## src/hw/arch_pkg.sv

```systemverilog
package arch_pkg;

    // data path width
    localparam int xlen = 32;

    // register file geometry
    localparam int reg_idx_w = 5;
    localparam int num_regs  = 32;

    // shifts only look at the low bits of source 2
    localparam int shamt_w = 5;

    typedef logic [xlen-1:0]      word_t;
    typedef logic [reg_idx_w-1:0] reg_idx_t;

endpackage

```

## src/hw/uop_pkg.sv

```systemverilog
package uop_pkg;

    typedef enum logic [3:0] {
        add,
        sub,
        slt,
        sltu,
        and_op,
        or_op,
        xor_op,
        nor_op,
        sll,
        srl,
        sra
    } alu_op_e;

    // decoded micro-op as it arrives from issue
    typedef struct packed {
        alu_op_e            alu_op;
        logic               use_imm;
        logic               wen;
        arch_pkg::reg_idx_t rd;
        arch_pkg::reg_idx_t rj;
        arch_pkg::reg_idx_t rk;
        arch_pkg::word_t    imm;
    } uop_t;

    // REG-EXE0 contents
    typedef struct packed {
        logic            valid;
        uop_t            uop;
        arch_pkg::word_t rj_val;
        arch_pkg::word_t rk_val;
    } rr_rec_t;

    // shared by EXE0-EXE1 and EXE1-WB
    typedef struct packed {
        logic               valid;
        logic               wen;
        arch_pkg::reg_idx_t rd;
        arch_pkg::word_t    result;
    } ex_rec_t;

endpackage

```

## src/hw/reg_file.sv

```systemverilog
module reg_file (
    input  logic               clk,
    input  logic               rstn,
    input  logic               hold,
    input  uop_pkg::ex_rec_t   wb,
    input  arch_pkg::reg_idx_t rj_addr,
    input  arch_pkg::reg_idx_t rk_addr,
    output arch_pkg::word_t    rj_data,
    output arch_pkg::word_t    rk_data
);

    arch_pkg::word_t regs [arch_pkg::num_regs];
    logic            wr_en;

    // r0 is never written, so it stays at its reset value of zero
    assign wr_en = wb.valid && wb.wen && (wb.rd != '0) && !hold;

    always_ff @(posedge clk or negedge rstn) begin
        if (!rstn) begin
            for (int i = 0; i < arch_pkg::num_regs; i++) begin
                regs[i] <= '0;
            end
        end else if (wr_en) begin
            regs[wb.rd] <= wb.result;
        end
    end

    // write-through covers the op three ahead
    always_comb begin
        rj_data = regs[rj_addr];
        rk_data = regs[rk_addr];
        if (wr_en && (wb.rd == rj_addr)) begin
            rj_data = wb.result;
        end
        if (wr_en && (wb.rd == rk_addr)) begin
            rk_data = wb.result;
        end
    end

endmodule

```

## src/hw/regread_stage.sv

```systemverilog
module regread_stage (
    input  logic               clk,
    input  logic               rstn,
    input  logic               hold,
    input  logic               issue_valid,
    input  uop_pkg::uop_t      issue_uop,
    output arch_pkg::reg_idx_t rj_addr,
    output arch_pkg::reg_idx_t rk_addr,
    input  arch_pkg::word_t    rj_data,
    input  arch_pkg::word_t    rk_data,
    output uop_pkg::rr_rec_t   rr
);

    // issue capture register (ID-REG)
    logic          iss_valid;
    uop_pkg::uop_t iss_uop;

    always_ff @(posedge clk or negedge rstn) begin
        if (!rstn) begin
            iss_valid <= 1'b0;
            iss_uop   <= '0;
        end else if (!hold) begin
            iss_valid <= issue_valid;
            iss_uop   <= issue_uop;
        end
    end

    // register file is read straight from the issue register
    assign rj_addr = iss_uop.rj;
    assign rk_addr = iss_uop.rk;

    // REG-EXE0
    always_ff @(posedge clk or negedge rstn) begin
        if (!rstn) begin
            rr <= '0;
        end else if (!hold) begin
            rr.valid  <= iss_valid;
            rr.uop    <= iss_uop;
            rr.rj_val <= rj_data;
            rr.rk_val <= rk_data;
        end
    end

endmodule

```

## src/hw/alu.sv

```systemverilog
module alu (
    input  uop_pkg::alu_op_e op,
    input  arch_pkg::word_t  a,
    input  arch_pkg::word_t  b,
    output arch_pkg::word_t  result
);

    logic [arch_pkg::shamt_w-1:0] shamt;

    assign shamt = b[arch_pkg::shamt_w-1:0];

    always_comb begin
        case (op)
            uop_pkg::add:    result = a + b;
            uop_pkg::sub:    result = a - b;
            // compares give 0 or 1
            uop_pkg::slt:    result = arch_pkg::word_t'($signed(a) < $signed(b));
            uop_pkg::sltu:   result = arch_pkg::word_t'(a < b);
            uop_pkg::and_op: result = a & b;
            uop_pkg::or_op:  result = a | b;
            uop_pkg::xor_op: result = a ^ b;
            uop_pkg::nor_op: result = ~(a | b);
            uop_pkg::sll:    result = a << shamt;
            uop_pkg::srl:    result = a >> shamt;
            uop_pkg::sra:    result = arch_pkg::word_t'($signed(a) >>> shamt);
            // unused encodings
            default:         result = '0;
        endcase
    end

endmodule

```

## src/hw/execute_stage.sv

```systemverilog
module execute_stage (
    input  logic             clk,
    input  logic             rstn,
    input  logic             hold,
    input  uop_pkg::rr_rec_t rr,
    output uop_pkg::ex_rec_t wb
);

    uop_pkg::ex_rec_t ex0_ex1;
    uop_pkg::ex_rec_t ex1_wb;
    arch_pkg::word_t  rj_fwd;
    arch_pkg::word_t  rk_fwd;
    arch_pkg::word_t  src2;
    arch_pkg::word_t  alu_result;

    function automatic logic rec_hits(uop_pkg::ex_rec_t rec, arch_pkg::reg_idx_t src);
        return rec.valid && rec.wen && (rec.rd != '0) && (rec.rd == src);
    endfunction

    // nearest producer wins
    function automatic arch_pkg::word_t fwd_sel(
        arch_pkg::reg_idx_t src,
        arch_pkg::word_t    rf_val
    );
        if (rec_hits(ex0_ex1, src)) begin
            return ex0_ex1.result;
        end else if (rec_hits(ex1_wb, src)) begin
            return ex1_wb.result;
        end
        return rf_val;
    endfunction

    assign rj_fwd = fwd_sel(rr.uop.rj, rr.rj_val);
    assign rk_fwd = fwd_sel(rr.uop.rk, rr.rk_val);
    assign src2   = rr.uop.use_imm ? rr.uop.imm : rk_fwd;

    alu u_alu (
        .op     (rr.uop.alu_op),
        .a      (rj_fwd),
        .b      (src2),
        .result (alu_result)
    );

    // EXE0-EXE1
    always_ff @(posedge clk or negedge rstn) begin
        if (!rstn) begin
            ex0_ex1 <= '0;
        end else if (!hold) begin
            ex0_ex1.valid  <= rr.valid;
            ex0_ex1.wen    <= rr.uop.wen;
            ex0_ex1.rd     <= rr.uop.rd;
            ex0_ex1.result <= alu_result;
        end
    end

    // EXE1-WB
    always_ff @(posedge clk or negedge rstn) begin
        if (!rstn) begin
            ex1_wb <= '0;
        end else if (!hold) begin
            ex1_wb <= ex0_ex1;
        end
    end

    assign wb = ex1_wb;

endmodule

```

## src/hw/cpu_core.sv

```systemverilog
module cpu_core (
    input  logic               clk,
    input  logic               rstn,
    input  logic               issue_valid,
    input  uop_pkg::uop_t      issue_uop,
    input  logic               hold,
    output logic               wb_valid,
    output arch_pkg::reg_idx_t wb_rd,
    output arch_pkg::word_t    wb_data
);

    uop_pkg::rr_rec_t   rr;
    uop_pkg::ex_rec_t   wb;
    arch_pkg::reg_idx_t rj_addr;
    arch_pkg::reg_idx_t rk_addr;
    arch_pkg::word_t    rj_data;
    arch_pkg::word_t    rk_data;

    regread_stage u_regread (
        .clk         (clk),
        .rstn        (rstn),
        .hold        (hold),
        .issue_valid (issue_valid),
        .issue_uop   (issue_uop),
        .rj_addr     (rj_addr),
        .rk_addr     (rk_addr),
        .rj_data     (rj_data),
        .rk_data     (rk_data),
        .rr          (rr)
    );

    execute_stage u_execute (
        .clk  (clk),
        .rstn (rstn),
        .hold (hold),
        .rr   (rr),
        .wb   (wb)
    );

    reg_file u_reg_file (
        .clk     (clk),
        .rstn    (rstn),
        .hold    (hold),
        .wb      (wb),
        .rj_addr (rj_addr),
        .rk_addr (rk_addr),
        .rj_data (rj_data),
        .rk_data (rk_data)
    );

    // writeback record out to the ports
    assign wb_valid = wb.valid;
    assign wb_rd    = wb.rd;
    assign wb_data  = wb.result;

endmodule

```

## config.mk

```make
export PLATFORM = sky130hd
export DESIGN_NAME = cpu_core
export DESIGN_NICKNAME = d
export VERILOG_FILES = /design/src/hw/arch_pkg.sv /design/src/hw/uop_pkg.sv /design/src/hw/reg_file.sv /design/src/hw/regread_stage.sv /design/src/hw/alu.sv /design/src/hw/execute_stage.sv /design/src/hw/cpu_core.sv
export SDC_FILE = /design/constraint.sdc
export NUM_CORES = 2
export LEC_CHECK = 0
export BUFFER_PORTS_ARGS = -buffer_cell sky130_fd_sc_hd__buf_4
export CORE_MARGIN = 10
export CORE_UTILIZATION = 30
export CTS_BUF_LIST = sky130_fd_sc_hd__clkbuf_8
export DETAILED_ROUTE_END_ITERATION = 10
export PLACE_DENSITY_LB_ADDON = 0.25
export SETUP_SLACK_MARGIN = 0.3
export SLEW_MARGIN = 20
export SYNTH_ARGS = -nofsm -noshare
export SYNTH_HDL_FRONTEND = slang
export SYNTH_SLANG_ARGS = --single-unit
```

## constraint.sdc

```tcl
create_clock -name clk -period 5.9 [get_ports clk]
set_input_delay 0 -clock clk [delete_from_list [all_inputs] [get_ports clk]]
set_output_delay 0 -clock clk [all_outputs]
set_load 0.02 [all_outputs]
```

Word-level counts from Yosys, hierarchy flattened
Index checks and enable logic that the tools add are counted.
{"block": "op_classes", "shift": 3, "magnitude_cmp": 6, "mux": 23, "addsub": 2, "n_bitwise": 7, "eq_ne": 16, "n_reduce_logical": 16}
{"op": "1024-bit bitwise mux", "count": 1}
{"op": "32-bit 2-to-1 mux", "count": 14}
{"op": "32-bit one-hot mux with 11 select lines", "count": 1}
{"op": "32-bit binary-select mux with 5-bit select", "count": 2}
{"op": "32-bit demux with 5-bit select", "count": 1}
{"op": "32-bit less-than comparator", "count": 2}
{"op": "32-bit adder", "count": 1}
{"op": "32-bit bitwise AND", "count": 1}
{"op": "32-bit inverter", "count": 1}
{"op": "32-bit OR", "count": 1}
{"op": "32-bit by 5-bit left shift with 32-bit output", "count": 1}
{"op": "32-bit by 5-bit >> shifter with 32-bit output", "count": 1}
{"op": "32-bit by 5-bit >>> shifter with 32-bit output", "count": 1}
{"op": "32-bit subtractor", "count": 1}
{"op": "32-bit bitwise XOR", "count": 1}
{"op": "5-bit equality test", "count": 6}
{"op": "6-bit >= comparator (second input constant)", "count": 3}
{"op": "5-bit inverter with 6-bit output", "count": 3}
{"op": "4-bit by 3-bit equality test with 1-bit output (second input constant)", "count": 4}
{"op": "4-bit equality test (second input constant)", "count": 3}
{"op": "1-bit logical AND", "count": 12}
{"op": "5-bit nonzero test", "count": 2}
{"op": "4-bit by 2-bit equality test with 1-bit output (second input constant)", "count": 2}
{"op": "6-bit by 1-bit less-than comparator with 1-bit output (second input constant)", "count": 1}
{"op": "4 further kinds", "count": 7}
{"block": "word_totals", "wordCells": 131, "regBits": 1274, "input_bits": 57, "output_inout_bits": 38}

Depth between registers and ports, before layout
{"block": "depth", "word_depth": 10, "ltp_mapped": 23, "mapped_depth_nobuf": 20}

Modules after synthesis
A second synthesis with hierarchy kept.
{"block": "unflattened", "cells_unflattened": 5617, "hier_area_um2": 74763.0}
{"module": "reg_file", "area_per_inst_um2": 53955.5, "n_inst": 1, "seq_area_each_um2": 25624.6, "cells_each": 3457}
{"module": "alu", "area_per_inst_um2": 8944.8, "n_inst": 1, "seq_area_each_um2": 0.0, "cells_each": 1329}
{"module": "regread_stage", "area_per_inst_um2": 6774.0, "n_inst": 1, "seq_area_each_um2": 4304.1, "cells_each": 373}
{"module": "execute_stage", "area_per_inst_um2": 5088.6, "n_inst": 1, "seq_area_each_um2": 1951.9, "cells_each": 458}

Worst setup path before layout
Ideal clock, no wire load.
{"block": "synth_path", "path_kind": "register to register", "from": "register u_execute.ex1_wb (netlist bit u_execute.wb[35])", "to": "register u_execute.ex0_ex1[31] (netlist bit)", "stages_incl_launch_ff": 22, "required_ns": 5.834, "setup_ns": 0.066, "n_path_buf": 5, "setup_slack_ns": 0.730, "t_arrival_ns": 5.104, "period_less_slack_ns": 5.170, "path_cell_list": "dfrtp_1 buf_2 or3_4 o311ai_4 nor2_4 o2111a_2 nor2_8 buf_2 buf_2 buf_1 ha_1 clkbuf_1 a21oi_1 o211ai_1 a31oi_1 nor2_1 a31o_2 a221o_1 a31o_2 a211o_1 a21boi_0 o31a_1"}
{"block": "synth_via", "elab_chain_cells": 10, "word_cells_on_any_way": 23, "cone_classes": "2 x add/sub; 2 x eq/ne; 3 x shift; 8 x mux; 4 x bitwise; 4 x reduce/logical"}
{"item": "start, declared", "line_no": "execute_stage.sv:10", "rtl": "uop_pkg::ex_rec_t ex1_wb;"}
{"item": "start signal, assigned", "line_no": "execute_stage.sv:59", "rtl": "ex1_wb <= '0;"}
{"item": "start signal, assigned", "line_no": "execute_stage.sv:61", "rtl": "ex1_wb <= ex0_ex1;"}
{"item": "branches (longest 9 deep; another with 32-bit subtractor)"}
{"item": "32-bit one-hot mux with 11 select lines *", "line_no": "alu.sv:13", "rtl": "case (op)"}
{"item": "end, declared", "line_no": "execute_stage.sv:9", "rtl": "uop_pkg::ex_rec_t ex0_ex1;"}
Every way passes the cells marked *.
A chain may end at the register's enable or synchronous reset.

Worst setup path after layout
{"block": "layout_path", "from": "register u_execute.ex1_wb (netlist bit u_execute.wb[33])", "to": "register u_execute.ex0_ex1[31] (netlist bit)"}
The elaborated chain is that of the path after synthesis.

==> results.txt <==
----------------------------------------------------
[STA]
  Setup repair after global routing missed its margin ... yes
  Post-Route Hold Slack ... 0.3906 ns
  Max_slew headroom ... 0.1960
  Total negative slack for setup checks ... 0 ns
  Minimum clock period ... 5.462 ns
  Final setup skew ... roughly 0.048 ns
  Final setup vio count ... 0
  Transition time of the tightest slew-check pin ... 1.191 ns
  Achievable clock frequency ... around 180 MHz
  Final Hold Viols ... 0
  Final period util ... 0.9257
  Max-slew violation count ... 0

[Flow run]
  Max-cap viol count ... 0

[Synthesis]
  Seq/Total Area, Yosys ... 0.4230
  FFs w/ async S/R, synth ... 1.000
  Mapped Nets ... 6,018
  Top area cells in the synthesized netlist ... dfrtp_1 42%, mux4_2 19%, mux2_2 17%, clkbuf_1 2.4%, mux2i_1 2.2%
  Cell type contributing the most total cell area after synthesis ... dfrtp_1
  Unique cell type count in the Yosys netlist ... 95
  Post-synthesis area per instance ... 12.87 sq um
  Yosys warning total ... 0
  Count of flip-flops with a built-in enable after synthesis ... 0
  Number of storage elements in the synthesis netlist ... 1,274
  Cell area after synthesis ... around 75,000 sq um
  Synth Instances ... 5,855
  Most used flip-flop cell after synthesis ... dfrtp_1
  Synth top area share ... 0.4230

[Pwr]
  Switching Power ... slightly below 10,000 uW
  PwrDens ... 313.1 nW/um^2
  Register share of total power ... 0.389
  Power, Total ... 27,280 uW
  Static leakage power ... 0.03832 uW
  Combinational share of power ... 0.293
  Switch share ... 0.3593
  Worst VDD drop ... 0.2304 mV
  Clock network power share ... 0.318
  Internal power ... 17,480 uW

[Global route]
  First-pass GRT wire length ... 414,400 um
  Vias in the first global route ... 55,490
  Number of antenna violations at the first check in global routing ... 12
  Global route total overflow ... 0
  Maximum number of pins on one net before global-route repair ... 209
  Total global routing track utilization ... 0.2058

[Clocking]
  Clock root buffer ... clkbuf_8
  # H-tree levels ... 4
  Max clock buf depth ... 3
  Register clock-pin slew on the reported worst setup and hold paths ... 0.07 ns
  Inserted Clock Buffers ... 223
  Sink count of the clock tree ... 1,274
  CTS tree ... built
  Insertion delay of the later-clocked pin in the worst-skew pair ... about 1 ns

[Critical path]
  Data required time of the worst path ... 6.85 ns
  Levels on crit path ... 19
  Path depth of the worst reg2reg path ... 19
  Critical path endpoint category ... flip-flop
  CP delay by family, top ... compound AO/OA/AOI/OAI gates
  Standard cell with the maximum stage delay on the critical path ... dfrtp_1
  Crit-path max cell delay ... 0.53 ns
  Worst setup path startpoint ... u_execute.wb[33]
  Reg-to-reg slack, setup ... 0.44 ns
  Category of the worst setup path launch point ... flip-flop
  CP endpoint ... u_execute.ex0_ex1[31]
  Worst reg2reg startpoint ... u_execute.wb[33]
  Critical setup path kind ... flip-flop to flip-flop
  Critical path data arrival time ... about 6.4 ns
  Worst reg2reg path endpoint ... u_execute.ex0_ex1[31]
  Most used cell along the critical path ... a21oi_1
  Max Fanout on Critical Path ... 12
  Total buffers and inverters traversed by the critical path ... 2
  Critical path cell sequence ... buf_4 -> nor2_1 -> a21o_2 -> nor3_1 -> buf_4 -> a21oi_1 -> a21oi_1 -> ha_1 -> a21oi_1 -> o21ai_0 -> or3_1 -> a31oi_2 -> nor2_1 -> a31o_2 -> a221o_1 -> a31o_2 -> a211o_1 -> a21boi_0 -> o31a_1

[Route]
  Routed Antenna Nets ... 0
  Total wire length ... 286,800 um
  DR iter-0 viols ... approximately 5,300
  Count of vias placed by the detailed router ... 53,990
  Average via count per standard cell ... 5.686
  Average detailed-routed wire length per instance ... 30.21 um
  1st-pass router iterations ... 6
  DR DRC count ... 0

[Final layout]
  Final Util ... 0.3494
  Fillcell total ... 24,290
  Footprint of the flip-flops and latches ... 31,920 sq um
  Non-filler instance count after layout ... 9,495
  Ratio of cells with drive above 1 in the final layout ... 0.4288
  Area of combinational cells with multiple inputs ... 40,760 sq um
  Synthesis-to-layout area growth ... 15.59%
  Total number of nets in the final design ... roughly 6,100

[Floorplanning]
  Starting density of the core ... 0.3023
  Die area ... 271,700 sq um
  FP Rows ... 183
  Floorplan Core Area ... between 200,000 and 250,000 sq um
  Die width ... about 520 um
  Chip height ... 521.2 um
  I/O pin count ... 95

[Place]
  Cell count after placement ... a little under 9,000
  Quantity of I/O buffers inserted on ports ... 94
  HPWL Detailed ... 185,500 um
  Global placer's final weighted congestion ... approximately 1

[Worst hold path]
  Worst hold path type ... primary input to asynchronous set/reset pin

[Outcome]
  Run status ... finished, final reports clean

----------------------------------------------------
## power by group through the flow
stage / Combinational, uW / Sequential (uW) / Clock, uW
global placement: 7730 / 10700 / 0
CTS: 7880 / 10600 / 8910
finish: 8000 / 10600 / 8660
detailed placement: 7740 / 10700 / 0
floorplan: 5090 / 10200 / 0
global route: 8470 / 10700 / 9270
## metal layers
metal,share of wire,up-vias,GRT usage
li1,-,22480,-
met1,0.43,28900,0.2759
met2,0.46,1980,0.3250
met3,0.063,622,0.03817
met4,0.049,8,0.08899
met5,0.00075,-,0.004738
## metrics by stage
stage	setup WS, ns	instance area (sq um)
after CTS	0.3182	86950
after floorplan	0.7301	75370
final	0.4382	87110
after detailed placement	-0.08905	80600
after global placement	-0.3106	80570
after global routing	0.2739	87110
## worst min-delay path by stage
stage | from | endpoint | slack [ns] | cells after the start
final | rstn | u_reg_file.regs[671] | 0.39 | 4
after global routing | issue_uop[1] | u_regread.iss_uop[1] | 0.37 | 4
after CTS | issue_uop[1] | u_regread.iss_uop[1] | 0.26 | 4
after detailed placement | rstn | u_reg_file.regs[255] | 0.05 | 1
after global placement | rstn | u_reg_file.regs[255] | 0.04 | 1
after floorplan | rstn | u_execute.ex0_ex1[0] | -0.30 | 0
## timing repair
action                                  in CTS  in global routing
hold endpoints to repair                  1458                  0
endpoints found under the setup margin       5                 21
resized for setup                            5                 30
setup buffers                                0                  2
hold buffers                               163                  0
pin swaps                                    0                  2
## sequential cells by signal, summed over array words and instances, names as in the netlist
signal / count
u_regread.iss_valid: 1
u_execute.ex0_ex1: 39
u_regread.rk_addr: 5
u_regread.iss_uop: 43
u_regread.rj_addr: 5
u_regread.rr: 118
u_reg_file.regs: 1024
u_execute.wb: 39
## final cells by class
type,instances,share of cell area
multi-input cells,3822,0.4679
flip-flops and latches,1274,0.3665
repair buffers,558,0.05926
well taps,3330,0.04783
clock buffers,274,0.04329
clock inverters,128,0.01061
inverters,103,0.004496
diodes,6,0.0001724
## cells in the final DEF (no fill, tap or decap), drive strengths merged, types with 32 or more instances in the layout
cell         synthesis  layout
nor2               166     166
a211oi              36      36
nor4                32      32
ha                 104     104
mux2              1172    1172
clkbuf             479     274
o211ai              33      33
a21oi              149     149
o31ai               37      37
a31oi               59      59
buf                177     396
xnor2               43      43
mux4               641     641
inv                 99     184
mux2i              167     167
nand2              390     390
clkinv               4      32
nor3                32      32
nand3               72      72
o21ai              334     334
dlygate4sd3          0     162
dfrtp             1274    1274
## cells in the mapped netlist (59+ instances only)
cell      count
nand3_1      72
clkbuf_1    479
buf_1        94
o21ai_0     327
dfrtp_1    1274
mux4_2      641
mux2_2     1171
a21oi_1     148
inv_1        94
a31oi_1      59
nor2_1      161
ha_1        104
nand2_1     389
mux2i_1     165
## worst reg2reg max path: stages (launching register included)
cell and delay [ns]:
dfrtp_1 0.53, buf_4 0.24, nor2_1 0.09, a21o_2 0.32, nor3_1 0.31, buf_4 0.29, a21oi_1 0.11, a21oi_1 0.41
ha_1 0.42, a21oi_1 0.17, o21ai_0 0.14, or3_1 0.38, a31oi_2 0.27, nor2_1 0.16, a31o_2 0.29, a221o_1 0.34
a31o_2 0.30, a211o_1 0.28, a21boi_0 0.20, o31a_1 0.16
## kinds of logic (layout without fill, tap and decap cells)
kind of cell	Yosys count	after routing	synth area share
adders and majority gates	106	106	0.01780
DFF	1274	1274	0.4230
AOI/OAI and AO/OA	877	877	0.07464
buffers and inverters	759	1063	0.04114
muxes	1980	1980	0.3890
and+or+nand+nor	798	798	0.04736
xor gates and xnor gates	61	61	0.007089
other	0	6	0
Power figures use the tool's default switching activity.
